## src/fletcherPkg.sv

```systemverilog
package fletcherPkg;

    // Width of the Wishbone data bus, one word.
    localparam int BusWidth = 32;

    // Request from the bus master, held stable until ack.
    typedef struct packed {
        logic                cyc;
        logic                stb;
        logic                we;
        logic [3:0]          adr; // Byte address, word index in bits 3:2.
        logic [BusWidth-1:0] dat;
    } wbReqT;

    // Response from the slave.
    typedef struct packed {
        logic                ack; // High for exactly one cycle per transfer.
        logic [BusWidth-1:0] dat;
    } wbRspT;

    // Register map, decoded from adr[3:2].
    typedef enum logic [1:0] {
        CTRL   = 2'd0, // Write bit 0 clears, read returns the halfword count.
        DATA   = 2'd1, // Write only, feeds the checksum.
        SUM    = 2'd2, // Read the checksum.
        EXPECT = 2'd3  // Write the expected checksum, read bit 0 is the match flag.
    } regAddrE;

    // One checksum word seen either as a raw bus word or as the two sums.
    typedef union packed {
        logic [BusWidth-1:0] raw;
        struct packed {
            logic [15:0] sumB; // Running sum of sum A.
            logic [15:0] sumA; // Running sum of the halfwords.
        } sums;
    } checksumU;

endpackage

```

## src/fletcherAccumulator.sv

```systemverilog
`timescale 1ns/1ps

module fletcherAccumulator #(
    parameter int Width = 32
) (
    input  logic                   clk,
    input  logic                   rst,
    input  logic                   clear,
    input  logic                   halfValid,
    input  logic [Width/2-1:0]     halfData,
    output fletcherPkg::checksumU  checksum,
    output logic                   busy
);

    localparam int Half = Width / 2;

    // Both sums carry one extra bit so that a single add never overflows.
    logic [Half:0] sumA;
    logic [Half:0] sumB;
    logic [Half:0] aSub;
    logic [Half:0] bSub;
    logic [Half:0] aReduced;
    logic [Half:0] bReduced;
    logic          validD; // A halfword entered sum A last cycle.

    // Subtracting all-ones leaves the top bit clear only when the sum
    // reached the modulus, so one conditional subtraction keeps each
    // value in 0 .. 2**Half-2.
    assign aSub     = sumA - {1'b0, {Half{1'b1}}};
    assign bSub     = sumB - {1'b0, {Half{1'b1}}};
    assign aReduced = aSub[Half] ? sumA : aSub;
    assign bReduced = bSub[Half] ? sumB : bSub;

    always_ff @(posedge clk) begin
        if (rst) begin
            sumA   <= '0;
            sumB   <= '0;
            validD <= 1'b0;
        end else if (clear) begin
            sumA   <= '0;
            sumB   <= '0;
            validD <= 1'b0;
        end else begin
            validD <= halfValid;
            if (halfValid) begin
                sumA <= aReduced + {1'b0, halfData}; // Stage A.
            end
            if (validD) begin
                sumB <= bReduced + aReduced; // Stage B uses the freshly updated A.
            end
        end
    end

    // Sums are zero-extended into the 16-bit fields for narrow checksums.
    always_comb begin
        checksum           = '0;
        checksum.sums.sumB = 16'(bReduced[Half-1:0]);
        checksum.sums.sumA = 16'(aReduced[Half-1:0]);
    end

    // A halfword is in flight while it sits at stage A or its B update is pending.
    assign busy = halfValid | validD;

endmodule

```

## src/fletcherWordFeeder.sv

```systemverilog
`timescale 1ns/1ps

module fletcherWordFeeder #(
    parameter int Width = 32
) (
    input  logic                             clk,
    input  logic                             rst,
    input  logic                             wordValid,
    input  logic [fletcherPkg::BusWidth-1:0] wordData,
    output logic                             halfValid,
    output logic [Width/2-1:0]               halfData,
    output logic                             busy
);

    import fletcherPkg::*;

    localparam int Half     = Width / 2;
    localparam int Pieces   = BusWidth / Half;
    localparam int CntWidth = $clog2(Pieces + 1);

    logic [BusWidth-1:0] shiftReg;  // Remaining pieces, next one in the low bits.
    logic [CntWidth-1:0] pieceCnt;  // Pieces still to be sent.

    // Counts down the pieces of the accepted word.
    always_ff @(posedge clk) begin
        if (rst) begin
            pieceCnt <= '0;
        end else if (wordValid && pieceCnt == '0) begin
            pieceCnt <= CntWidth'(Pieces); // Word accepted, the low piece leaves next cycle.
        end else if (pieceCnt != '0) begin
            pieceCnt <= pieceCnt - 1'b1;
        end
    end

    // Word storage. Shifted down by one piece each time a piece leaves.
    always_ff @(posedge clk) begin
        if (wordValid && pieceCnt == '0) begin
            shiftReg <= wordData;
        end else if (pieceCnt != '0) begin
            shiftReg <= shiftReg >> Half;
        end
    end

    assign halfValid = (pieceCnt != '0);
    assign halfData  = shiftReg[Half-1:0];

    // Busy from the first piece out until the last piece has left.
    assign busy = (pieceCnt != '0);

endmodule

```

## src/fletcherWbRegs.sv

```systemverilog
`timescale 1ns/1ps

module fletcherWbRegs (
    input  logic                             clk,
    input  logic                             rst,
    input  fletcherPkg::wbReqT               wbReq,
    output fletcherPkg::wbRspT               wbRsp,
    output logic                             wordValid,
    output logic [fletcherPkg::BusWidth-1:0] wordData,
    input  logic                             feedBusy,
    input  logic                             accBusy,
    input  logic                             halfValid,
    input  fletcherPkg::checksumU            checksum,
    output logic                             clear
);

    import fletcherPkg::*;

    logic                ackQ;      // Doubles as the acked flag for the current transfer.
    logic [BusWidth-1:0] rdData;
    logic [BusWidth-1:0] readMux;
    logic [15:0]         halfCount;
    logic [BusWidth-1:0] expected;
    logic                match;
    logic                reqActive;
    logic                ready;
    logic                accept;
    regAddrE             addr;

    assign addr = regAddrE'(wbReq.adr[3:2]);

    // A transfer is pending until it has been acked once.
    assign reqActive = wbReq.cyc & wbReq.stb & ~ackQ;

    // Stall rules. DATA writes wait for an idle feeder, SUM reads wait
    // until every written halfword has passed both accumulator stages.
    always_comb begin
        ready = 1'b1;
        case (addr)
            DATA: begin
                if (wbReq.we) begin
                    ready = ~feedBusy;
                end
            end
            SUM: begin
                if (!wbReq.we) begin
                    ready = ~feedBusy & ~accBusy;
                end
            end
            default: begin
                ready = 1'b1;
            end
        endcase
    end

    assign accept = reqActive & ready;

    // The word goes to the feeder in the same cycle the write is accepted.
    assign wordValid = accept & wbReq.we & (addr == DATA);
    assign wordData  = wbReq.dat;

    assign match = (checksum.raw == expected);

    // Read data, selected by the word index.
    always_comb begin
        readMux = '0;
        case (addr)
            CTRL:    readMux[15:0] = halfCount;
            SUM:     readMux       = checksum.raw;
            EXPECT:  readMux[0]    = match;
            default: readMux       = '0; // DATA is write only.
        endcase
    end

    always_ff @(posedge clk) begin
        if (rst) begin
            ackQ      <= 1'b0;
            clear     <= 1'b0;
            halfCount <= '0;
            expected  <= '0;
        end else begin
            ackQ  <= accept;
            // Clear is high alongside ack and takes effect the cycle after.
            clear <= accept & wbReq.we & (addr == CTRL) & wbReq.dat[0];

            if (clear) begin
                halfCount <= '0;
            end else if (halfValid) begin
                halfCount <= halfCount + 1'b1;
            end

            if (accept && wbReq.we && addr == EXPECT) begin
                expected <= wbReq.dat;
            end
        end
    end

    // Read data is captured with the ack and only meaningful while ack is high.
    always_ff @(posedge clk) begin
        if (accept) begin
            rdData <= readMux;
        end
    end

    always_comb begin
        wbRsp     = '0;
        wbRsp.ack = ackQ;
        wbRsp.dat = rdData;
    end

endmodule

```

## src/fletcherEngine.sv

```systemverilog
`timescale 1ns/1ps

module fletcherEngine #(
    parameter int Width = 32
) (
    input  logic               clk,
    input  logic               rst,
    input  fletcherPkg::wbReqT wbReq,
    output fletcherPkg::wbRspT wbRsp
);

    import fletcherPkg::*;

    logic                wordValid;
    logic [BusWidth-1:0] wordData;
    logic                feedBusy;
    logic                accBusy;
    logic                halfValid;
    logic [Width/2-1:0]  halfData;
    logic                clear;
    checksumU            checksum;

    // Bus slave with the register file and the stall logic.
    fletcherWbRegs i_fletcherWbRegs (
        .clk       (clk),
        .rst       (rst),
        .wbReq     (wbReq),
        .wbRsp     (wbRsp),
        .wordValid (wordValid),
        .wordData  (wordData),
        .feedBusy  (feedBusy),
        .accBusy   (accBusy),
        .halfValid (halfValid),
        .checksum  (checksum),
        .clear     (clear)
    );

    // Splits each bus word into halfwords, low half first.
    fletcherWordFeeder #(
        .Width (Width)
    ) i_fletcherWordFeeder (
        .clk       (clk),
        .rst       (rst),
        .wordValid (wordValid),
        .wordData  (wordData),
        .halfValid (halfValid),
        .halfData  (halfData),
        .busy      (feedBusy)
    );

    fletcherAccumulator #(
        .Width (Width)
    ) i_fletcherAccumulator (
        .clk       (clk),
        .rst       (rst),
        .clear     (clear),
        .halfValid (halfValid),
        .halfData  (halfData),
        .checksum  (checksum),
        .busy      (accBusy)
    );

endmodule

```

## config.mk

```make
export PLATFORM = sky130hd
export DESIGN_NAME = fletcherEngine
export DESIGN_NICKNAME = d
export VERILOG_FILES = /design/src/fletcherPkg.sv /design/src/fletcherAccumulator.sv /design/src/fletcherWordFeeder.sv /design/src/fletcherWbRegs.sv /design/src/fletcherEngine.sv
export SDC_FILE = /design/constraint.sdc
export NUM_CORES = 1
export LEC_CHECK = 0
export BUFFER_PORTS_ARGS = -buffer_cell sky130_fd_sc_hd__buf_2
export CAP_MARGIN = 20
export CORE_MARGIN = 2
export CORE_UTILIZATION = 50
export CTS_BUF_LIST = sky130_fd_sc_hd__clkbuf_16
export DETAILED_ROUTE_END_ITERATION = 7
export GPL_TIMING_DRIVEN = 0
export PLACE_DENSITY_LB_ADDON = 0.08
export SLEW_MARGIN = 25
export SYNTH_ARGS = -nofsm -noshare
export SYNTH_HDL_FRONTEND = slang
export SYNTH_SLANG_ARGS = --single-unit
```

## constraint.sdc

```tcl
create_clock -name clk -period 7.24 [get_ports clk]
set_input_delay 1.448 -clock clk [delete_from_list [all_inputs] [get_ports clk]]
set_output_delay 1.448 -clock clk [all_outputs]
set_load 0.02 [all_outputs]
```

* Word-level counts from Yosys, hierarchy flattened
Cells that the tools add are included.
Operators by class: add/sub/neg operators 6, eq/ne operators 4, muxes and demuxes 11, bitwise gates (word level) 12, reductions and logical operators 9
Operators with widths (number):
- 2-to-1 mux 32 bit | 2
- 2-to-1 mux 17 bit | 2
- subtractor 17 x 16 -> 17 bit, second input constant | 2
- equality test 32 bit | 1
- case mux 15 bit (2 select lines) | 1
- adder 17 x 16 -> 17 bit | 1
- adder 17 bit | 1
- adder 16 x 1 -> 16 bit, second input constant | 1
- AND 1 bit | 8
- equality test 2 bit, second input constant | 2
- logical NOT 2 bit | 2
- 2-to-1 mux 2 bit | 2
- nonzero test 2 bit | 2
- OR reduction 2 bit | 2
- logical AND 1 bit | 3
- inverter 1 bit | 3
- case mux 1 bit (3 select lines) | 1
- equality test 2 x 1 -> 1 bit, second input constant | 1
- 2-to-1 mux 1 bit | 2
- case mux 1 bit (2 select lines) | 1
- subtractor 2 x 1 -> 2 bit, second input constant | 1
- OR 1 bit | 1
Word-level totals: register bits 151, bits of input ports 41, output and inout port bits 33, word-level logic and storage cells 54

* Depth between registers and ports, before layout
Gate-level depths: netlist of the first run.
depth after elaboration 11, depth in mapped cells 20, mapped depth without buffers 18

* Modules after synthesis
A second synthesis of the first run with hierarchy kept.
Second synthesis, totals: cells, all modules 914, area total of the unflattened synthesis 8856.0 um^2
Modules (own cells, without submodules):
- fletcherWbRegs | instances 1, cells each 395, area an instance 3926.3 um^2, sequential area each 1961.9 um^2
- fletcherAccumulator | instances 1, cells each 427, area an instance 3437.0 um^2, sequential area each 700.7 um^2
- fletcherWordFeeder | instances 1, cells each 92, area an instance 1492.7 um^2, sequential area each 1001.0 um^2

* Least setup slack after synthesis of the first run
OpenSTA, ideal clock, no wires.
path type input to register, from in wbReq[35] (netlist bit), to reg i_fletcherWordFeeder.shiftReg[0] (enable), library setup time 0.389 ns, arrival time 5.730 ns, data required time 6.851 ns, path slack 1.120 ns, cell stages on the path 7, buffers on the path 0, path through inv_1 > ha_1 > nand2_1 > a311oi_1 > and2_1 > nand2_1 > nand2_1
On the way: word-level cells in the longest chain between the ends 7, elaborated cells between the ends (all ways) 8, those cells by class 2 x eq/ne; 1 x mux; 3 x bitwise; 2 x reduce/logical
RTL lines:
- start, declared | RTL line fletcherEngine.sv:8 | input fletcherPkg::wbReqT wbReq,
- equality test 2 bit / equality test 2 x 1 -> 1 bit (equally long branches) | RTL line fletcherWbRegs.sv:39 | case (addr)
- case mux 1 bit (2 select lines) * | RTL line fletcherWbRegs.sv:39
- AND 1 bit * | RTL line fletcherWbRegs.sv:56 | assign accept = reqActive & ready;
- via i_fletcherWbRegs.accept | RTL line fletcherWbRegs.sv:27 | logic accept;
- AND 1 bit * (2 in series) | RTL line fletcherWbRegs.sv:59 | assign wordValid = accept & wbReq.we & (addr == DATA);
- logical AND 1 bit * | RTL line fletcherWordFeeder.sv:37 | if (wordValid && pieceCnt == '0) begin
- nonzero test 2 bit (no source line) *
- end signal, assigned | RTL line fletcherWordFeeder.sv:38 | shiftReg <= wordData;
- end signal, assigned | RTL line fletcherWordFeeder.sv:40 | shiftReg <= shiftReg >> Half;
- end, declared | RTL line fletcherWordFeeder.sv:21 | logic [BusWidth-1:0] shiftReg;
The timed path passes the listed nets; every way through them passes the cells marked *. A chain may end at the register's enable or synchronous reset.

* Final worst setup path of the first run
from reg i_fletcherAccumulator.sumA[9], to reg i_fletcherAccumulator.sumB[16]
On the way: word-level cells in the longest chain between the ends 3
RTL lines:
- start, declared | RTL line fletcherAccumulator.sv:18 | logic [Half:0] sumA;
- start signal, assigned | RTL line fletcherAccumulator.sv:46 | sumA <= aReduced + {1'b0, halfData};
- subtractor 17 x 16 -> 17 bit | RTL line fletcherAccumulator.sv:29 | assign aSub = sumA - {1'b0, {Half{1'b1}}};
- 2-to-1 mux 17 bit * | RTL line fletcherAccumulator.sv:31 | assign aReduced = aSub[Half] ? sumA : aSub;
- adder 17 bit * | RTL line fletcherAccumulator.sv:49 | sumB <= bReduced + aReduced;
- end signal, assigned | RTL line fletcherAccumulator.sv:49
- end, declared | RTL line fletcherAccumulator.sv:19 | logic [Half:0] sumB;
Every way passes the cells marked *; elsewhere a longest branch is shown, timed or not.

==> flow_summary.json, run 1 <==
{
  "cp.required_ps": 7520,
  "die_y_um": 132.8,
  "ys_seq_area_share_pct": 44.19,
  "syn_nets": 948,
  "viasPerCell": 5.464,
  "n_fill_cell": 1439,
  "slowest_stage": "xnor2_1",
  "root_buffer": "clkbuf_16",
  "slew-limit-headroom_pct": 34.00,
  "crit_cells": 20,
  "cts_setup_buffers": 0,
  "period_needed_ps": 5009,
  "synthArstFlopShare_pct": 0,
  "fin_skew_ps": 7.452,
  "placed_area_sq_um": 8967,
  "grt_pass1_wl_mm": 33.01,
  "crit_fanout": 9,
  "cts_made_buffers": 17,
  "hold_class": "flip-flop to flip-flop",
  "crit_family": "simple AND/OR/NAND/NOR gates",
  "synth_cell_type_count": 67,
  "portBuffers": 71,
  "drive_gt1_share_pct": 14.86,
  "final-setup-viol-count": 0,
  "antenna_found_initial": 0,
  "cts.path.max_buffers": 2,
  "num_io_pins": 74,
  "die_w_um": 132.8,
  "cts_tree": "yes",
  "clock.fmax_mhz": 199.7,
  "synth_area_leaders": "edfxtp_1 (23%), dfxtp_1 (21%), ha_1 (6.2%)",
  "gp_congestion": 0.9180,
  "cts-htree-levels": 4,
  "dp_hpwl_mm": 16.91,
  "clk_pin_slew_ps": 60,
  "grt-ovfl-total": 0,
  "ff2ff_path_depth": 20,
  "final.setup.tns_ps": 0,
  "synth_warnings": 0,
  "core-area_sq_um": 16410,
  "leakage_uw": 0.003869,
  "p_int_uw": 1429,
  "path_buf_inv": 3,
  "wirelength_mm": 21.79,
  "slew_violations": 0,
  "first_iter_violations": 471,
  "grt_pass1_vias": 5878,
  "cp_common_cell": "nand3_1",
  "irDropWorstVdd_uv": 168.4,
  "wl_per_cell_um": 18.33,
  "grtUsageTotal_pct": 24.97,
  "multi_input_area_sq_um": 4380,
  "ys_ff_latch": 151,
  "yosys.area.top_type": "edfxtp_1",
  "clock-sinks": 151,
  "hold_depth": 2,
  "rows": 47,
  "firstDrtPassIters": 5,
  "power_density_nw_per_um2": 196.0,
  "netSwitchingFraction_pct": 23.54,
  "critPathKind": "flip-flop to flip-flop",
  "maxCapViolCount": 0,
  "post_cts_resized": 0,
  "ant_nets": 0,
  "initial_core_util_pct": 50.53,
  "drc": 0,
  "area_delta_synth_final_pct": 15.03,
  "fin_area_sq_um": 9537,
  "dieArea_sq_um": 17630,
  "grt_max_degree": 33,
  "synth_edf_count": 64,
  "syn_area_sq_um": 8290,
  "hold_viol_final": 0,
  "cp-end-kind": "flip-flop",
  "arrival_ps": 5290,
  "run_status": "complete, no violations",
  "p_seq_share_pct": 48.5,
  "slowest_delay_ps": 550,
  "rsz0062_at_grt": "false",
  "synth_flop_cell": "dfxtp_1",
  "cts_hold_buf": 0,
  "synthCells": 864,
  "syn_area_per_cell_sq_um": 9.595,
  "insertion_delay_ps": 430,
  "vias": 6497,
  "p_switching_uw": 440.0,
  "nets": 1040,
  "power.share.clock_pct": 46.4,
  "antenna_cells": 0,
  "min_period_over_period_pct": 69.18,
  "synth_top_area_share_pct": 23.18,
  "layout.area.seq_sq_um": 3664,
  "path_cells": "clkbuf_1 -> and4_1 -> and3_1 -> nand3_1 -> nor3_1 -> ha_1 -> buf_2 -> and3_2 -> nand3_1 -> inv_1 -> nand3_1 -> xnor2_1 -> ha_1 -> and3_1 -> a21oi_1 -> a31oi_1 -> a311o_1 -> a21o_1 -> xnor2_1 -> a21oi_1",
  "worst-slew-pin-transition_ps": 982.9,
  "startpoint_type": "flip-flop",
  "power_frac_comb_pct": 5.1
}
==> final timing paths <==
path / endpoint / startpoint / slack (ps)
setup / recovery: i_fletcherAccumulator.sumB[16] / i_fletcherAccumulator.sumA[9] / 2230
hold / removal: i_fletcherWbRegs.expected[26] / i_fletcherWbRegs.expected[26] / 470
setup reg to reg: i_fletcherAccumulator.sumB[16] / i_fletcherAccumulator.sumA[9] / 2230
hold reg to reg: i_fletcherWbRegs.expected[26] / i_fletcherWbRegs.expected[26] / 470
==> synth_stat cells (all sizes together) (3+ instances only) <==
library cell    n
and4b           3
a31oi           4
clkbuf         25
mux2i           9
edfxtp         64
or3             6
nor2b          19
buf            11
mux2           17
ha             41
inv            28
and3           15
or2             3
a22o           18
nor3            9
and4            7
nor4            6
o21ai          15
a211o           5
nand2         121
and2           23
nand2b          4
nor2           57
xnor2          51
o21a           11
a21oi          67
a211oi          6
nand3b          3
a21o            5
dfxtp          87
xor2           51
nand3          24
o211ai          6
nand4          14
==> per-stage QoR <==
step	std cells	worst slack (ps)	total power (uW)	hold WS, ps	utilization [%]
2_1_floorplan	864	1120	977.1	436.1	-
3_3_place_gp	1155	-696.7	1017	457.0	54.37
3_5_place_dp	1157	2287	1020	461.4	54.66
4_1_cts	1189	2261	1879	470.4	58.13
5_1_grt	1189	1981	1929	483.0	58.13
6_report	1189	2231	1869	469.2	58.13
==> kinds of logic (layout without fill, tap and decap cells) <==
family,Yosys count,count (layout),synth area share [%]
adder cells (fa/ha/maj),43,43,6.671
multiplexers,26,26,3.396
buffers and inverters,64,169,3.215
AND/OR/NAND/NOR,321,321,19.02
flip-flops,151,151,44.19
AO/OA/AOI/OAI,157,157,12.65
XOR/XNOR,102,102,10.87
==> tightest hold or removal path, stage by stage (launching register included) <==
cell and delay, ps:
dfxtp_1 320, nand2_1 50, a21oi_1 50
==> placed cells by master (no fill, tap or decap), drive strengths merged, types with 5 or more instances in the layout <==
cell and instances:
and2 23, nand4 14, nand2 121, o21ai 15
o21a 11, nor4 6, nor2 57, ha 41
clkbuf 43, inv 37, edfxtp 64, or3 6
and3 15, xor2 51, a21o 5, o211ai 6
a21oi 67, nor3 9, a22o 18, mux2 17
a211o 5, a211oi 6, xnor2 51, and4 7
buf 84, dfxtp 87, mux2i 9, nor2b 19
nand3 24
==> state kept, by name, summed over array words and instances, names as in the netlist <==
| signal | flops |
|---|---|
| i_fletcherWbRegs.expected | 32 |
| i_fletcherWbRegs.rdData | 32 |
| i_fletcherWordFeeder.shiftReg | 32 |
| i_fletcherAccumulator.sumA | 17 |
| i_fletcherAccumulator.sumB | 17 |
| i_fletcherWbRegs.halfCount | 16 |
| i_fletcherWordFeeder.pieceCnt | 2 |
| i_fletcherAccumulator.validD | 1 |
| i_fletcherWbRegs.ackQ | 1 |
| i_fletcherWbRegs.clear | 1 |
==> cell type report <==
| class | instances | area share (%) |
|---|---|---|
| Buffer | 36 | 1.692 |
| Clock buffer | 18 | 4.723 |
| Clock inverter | 14 | 1.246 |
| Inverter | 28 | 1.102 |
| Multi-Input combinational cell | 649 | 45.93 |
| Sequential cell | 151 | 38.42 |
| Tap cell | 220 | 2.886 |
| Timing Repair Buffer | 73 | 4.002 |
==> metal layers <==
metal  vias up  part of all wire [%]  GRT usage, %
met2       179                    45         38.31
met5         -                     0             0
li1       3242                     -             -
met3        35                   4.4         3.487
met1      3041                    48         36.06
met4         0                   2.6         9.200
==> power by group through the flow <==
| stage | clock network (uW) | registers, uW | logic (uW) |
|---|---|---|---|
| 2_1_floorplan | 0 | 933 | 44.6 |
| 5_1_grt | 919 | 907 | 103 |
| 6_report | 868 | 906 | 95.6 |
| 3_3_place_gp | 0 | 926 | 91.5 |
| 3_5_place_dp | 0 | 925 | 95.0 |
| 4_1_cts | 878 | 906 | 95.4 |
No activity file was read; power rests on OpenSTA's default activity.
==> run 2, diff against run 1 <==
==> constraint.sdc (replaced) <==
create_clock -name clk -period 4.7 [get_ports clk]
set_input_delay 0.94 -clock clk [delete_from_list [all_inputs] [get_ports clk]]
set_output_delay 0.94 -clock clk [all_outputs]
set_load 0.02 [all_outputs]
==> run 2 against run 1 <==
  * Combinational power is 54% higher
  * Clock-buffer cell count is 1 lower
  * Clock skew is 1.1 ps higher
  * First-iteration DRC count is 8.3% higher
  * Maximum frequency is 12% higher
  * Register-to-register slack worse by 2000 ps
  * Core utilization is 1.3 points higher
  * Sequential power is 55% higher
  * Sequential share of layout area is 0.79 points lower
  * Die area stayed put
  * Flip-flop and latch count stayed put
  * Global-route usage is 0.51 points higher
==> flow_summary.json, run 2 (same netlist as run 1, synthesis figures left out) <==
{
  "run_status": "complete, no violations",
  "portBuffers": 71,
  "slew-limit-headroom_pct": 46.87,
  "netSwitchingFraction_pct": 22.59,
  "wl_per_cell_um": 18.42,
  "drc": 0,
  "hold_ws_ps": 473.7,
  "root_buffer": "clkbuf_16",
  "cts_made_buffers": 17,
  "path_cells": "and4_1 -> and3_1 -> nand3_1 -> nor3_1 -> ha_1 -> clkbuf_4 -> and3_2 -> and4_1 -> xor2_1 -> ha_1 -> o21a_1 -> o21ai_0 -> a31oi_1 -> a311o_1 -> a21o_1 -> xnor2_1 -> a21oi_1",
  "firstDrtPassIters": 5,
  "wirelength_mm": 21.90,
  "grtUsageTotal_pct": 25.48,
  "critPathKind": "flip-flop to flip-flop",
  "clock.fmax_mhz": 224.3,
  "maxCapViolCount": 0,
  "cts.path.max_buffers": 2,
  "cp-end-kind": "flip-flop",
  "p_seq_share_pct": 47.7,
  "cts_tree": "yes",
  "power_frac_comb_pct": 5.0,
  "dpl.cell_count": 1157,
  "placed_area_sq_um": 8975,
  "path_buf_inv": 1,
  "layout.area.seq_sq_um": 3671,
  "hold_depth": 2,
  "cts-htree-levels": 4,
  "final_cells": 1189,
  "hold_viol_final": 0,
  "startpoint_type": "flip-flop",
  "fin_skew_ps": 8.538,
  "arrival_ps": 4740,
  "dp_hpwl_mm": 16.52,
  "crit_family": "simple AND/OR/NAND/NOR gates",
  "area_delta_synth_final_pct": 17.70,
  "hold_class": "flip-flop to flip-flop",
  "period_needed_ps": 4457,
  "viasPerCell": 5.521,
  "vias": 6564,
  "power.share.clock_pct": 47.3,
  "slew_violations": 0,
  "top_regs": "i_fletcherWbRegs.expected x32, i_fletcherWbRegs.rdData x32, i_fletcherWordFeeder.shiftReg x32",
  "rsz0062_at_grt": "false",
  "grt-ovfl-total": 0,
  "slowest_delay_ps": 440,
  "leakage_uw": 0.003946,
  "num_io_pins": 74,
  "power_density_nw_per_um2": 299.9,
  "fin_area_sq_um": 9758,
  "worst-slew-pin-transition_ps": 794.1,
  "insertion_delay_ps": 430,
  "final-setup-viol-count": 0,
  "n_fill_cell": 1475,
  "die_y_um": 132.8,
  "min_period_over_period_pct": 94.84,
  "cts_hold_buf": 0,
  "grt_max_degree": 33,
  "first_iter_violations": 510,
  "clk_pin_slew_ps": 60,
  "rows": 47,
  "antenna_cells": 0,
  "multi_input_area_sq_um": 4568,
  "nets": 1040,
  "die_w_um": 132.8,
  "final_cell_mix": "nand2_1 (120), dfxtp_1 (83), buf_2 (76), a21oi_1 (67), edfxtp_1 (64)",
  "p_switching_uw": 661.0,
  "slowest_stage": "xor2_1",
  "clock-sinks": 151,
  "p_int_uw": 2266,
  "core-area_sq_um": 16410,
  "initial_core_util_pct": 50.53,
  "irDropWorstVdd_uv": 258.3,
  "crit_cells": 17,
  "antenna_found_initial": 0,
  "final_common_cell": "nand2_1",
  "crit_fanout": 9,
  "dieArea_sq_um": 17630,
  "grt_pass1_wl_mm": 33.98,
  "fin_util_pct": 59.48,
  "grt_pass1_vias": 6052,
  "ff2ff_path_depth": 17,
  "drive_gt1_share_pct": 17.44,
  "ant_nets": 0,
  "cp.required_ps": 4980,
  "gp_congestion": 0.8929
}
==> run 2: per-stage QoR <==
stage          setup TNS [ps]  worst slack [ps]  power (uW)
2_1_floorplan               0             320.5        1505
3_5_place_dp            -1816            -340.4        1570
4_1_cts                     0             2.771        2940
5_1_grt                     0             5.868        3014
6_report                    0             242.6        2927
3_3_place_gp           -61140             -1054        1566
==> run 2: repair_timing <==
action                                 CTS  global route
gates resized for setup                  8            23
buffers inserted                         1             0
setup endpoints to repair               12            10
cloned                                   0             0
endpoints found under the hold margin    0             0
pin swaps                                1             1
==> run 2: power by group through the flow <==
stage,sequential (uW),clock [uW],combinational [uW]
finish,1400,1380,147
global route,1400,1460,159
CTS,1400,1400,146
detailed placement,1420,0,146
global placement,1430,0,141
floorplan,1440,0,69.4
==> run 2: final timing paths <==
check                                                    from                              to  slack (ps)
worst max-delay path            i_fletcherAccumulator.sumA[8]  i_fletcherAccumulator.sumB[16]         240
worst min-delay path            i_fletcherWbRegs.expected[23]   i_fletcherWbRegs.expected[23]         470
worst max register to register  i_fletcherAccumulator.sumA[8]  i_fletcherAccumulator.sumB[16]         240
worst min register to register  i_fletcherWbRegs.expected[23]   i_fletcherWbRegs.expected[23]         470
==> run 2: area by class of cell <==
| cell class | instances | share of cell area (%) |
|---|---|---|
| Multi-Input combinational cell | 649 | 46.81 |
| Sequential cell | 151 | 37.62 |
| Clock buffer | 17 | 4.360 |
| Timing Repair Buffer | 74 | 3.988 |
| Tap cell | 220 | 2.821 |
| Clock inverter | 15 | 1.680 |
| Buffer | 35 | 1.641 |
| Inverter | 28 | 1.077 |
==> run 2: layer usage <==
layer / global-route usage [%] / vias up / wire length, um
met5: 0 / - / 0
met4: 8.423 / 0 / 500
met3: 4.215 / 32 / 1122
met2: 41.28 / 202 / 10250
met1: 34.88 / 3087 / 10030
li1: - / 3243 / -
==> run 2: worst min-delay path, cell delays in order (launching register included) <==
cell and delay (ps):
dfxtp_1 320, nand2_1 60, a21oi_1 50
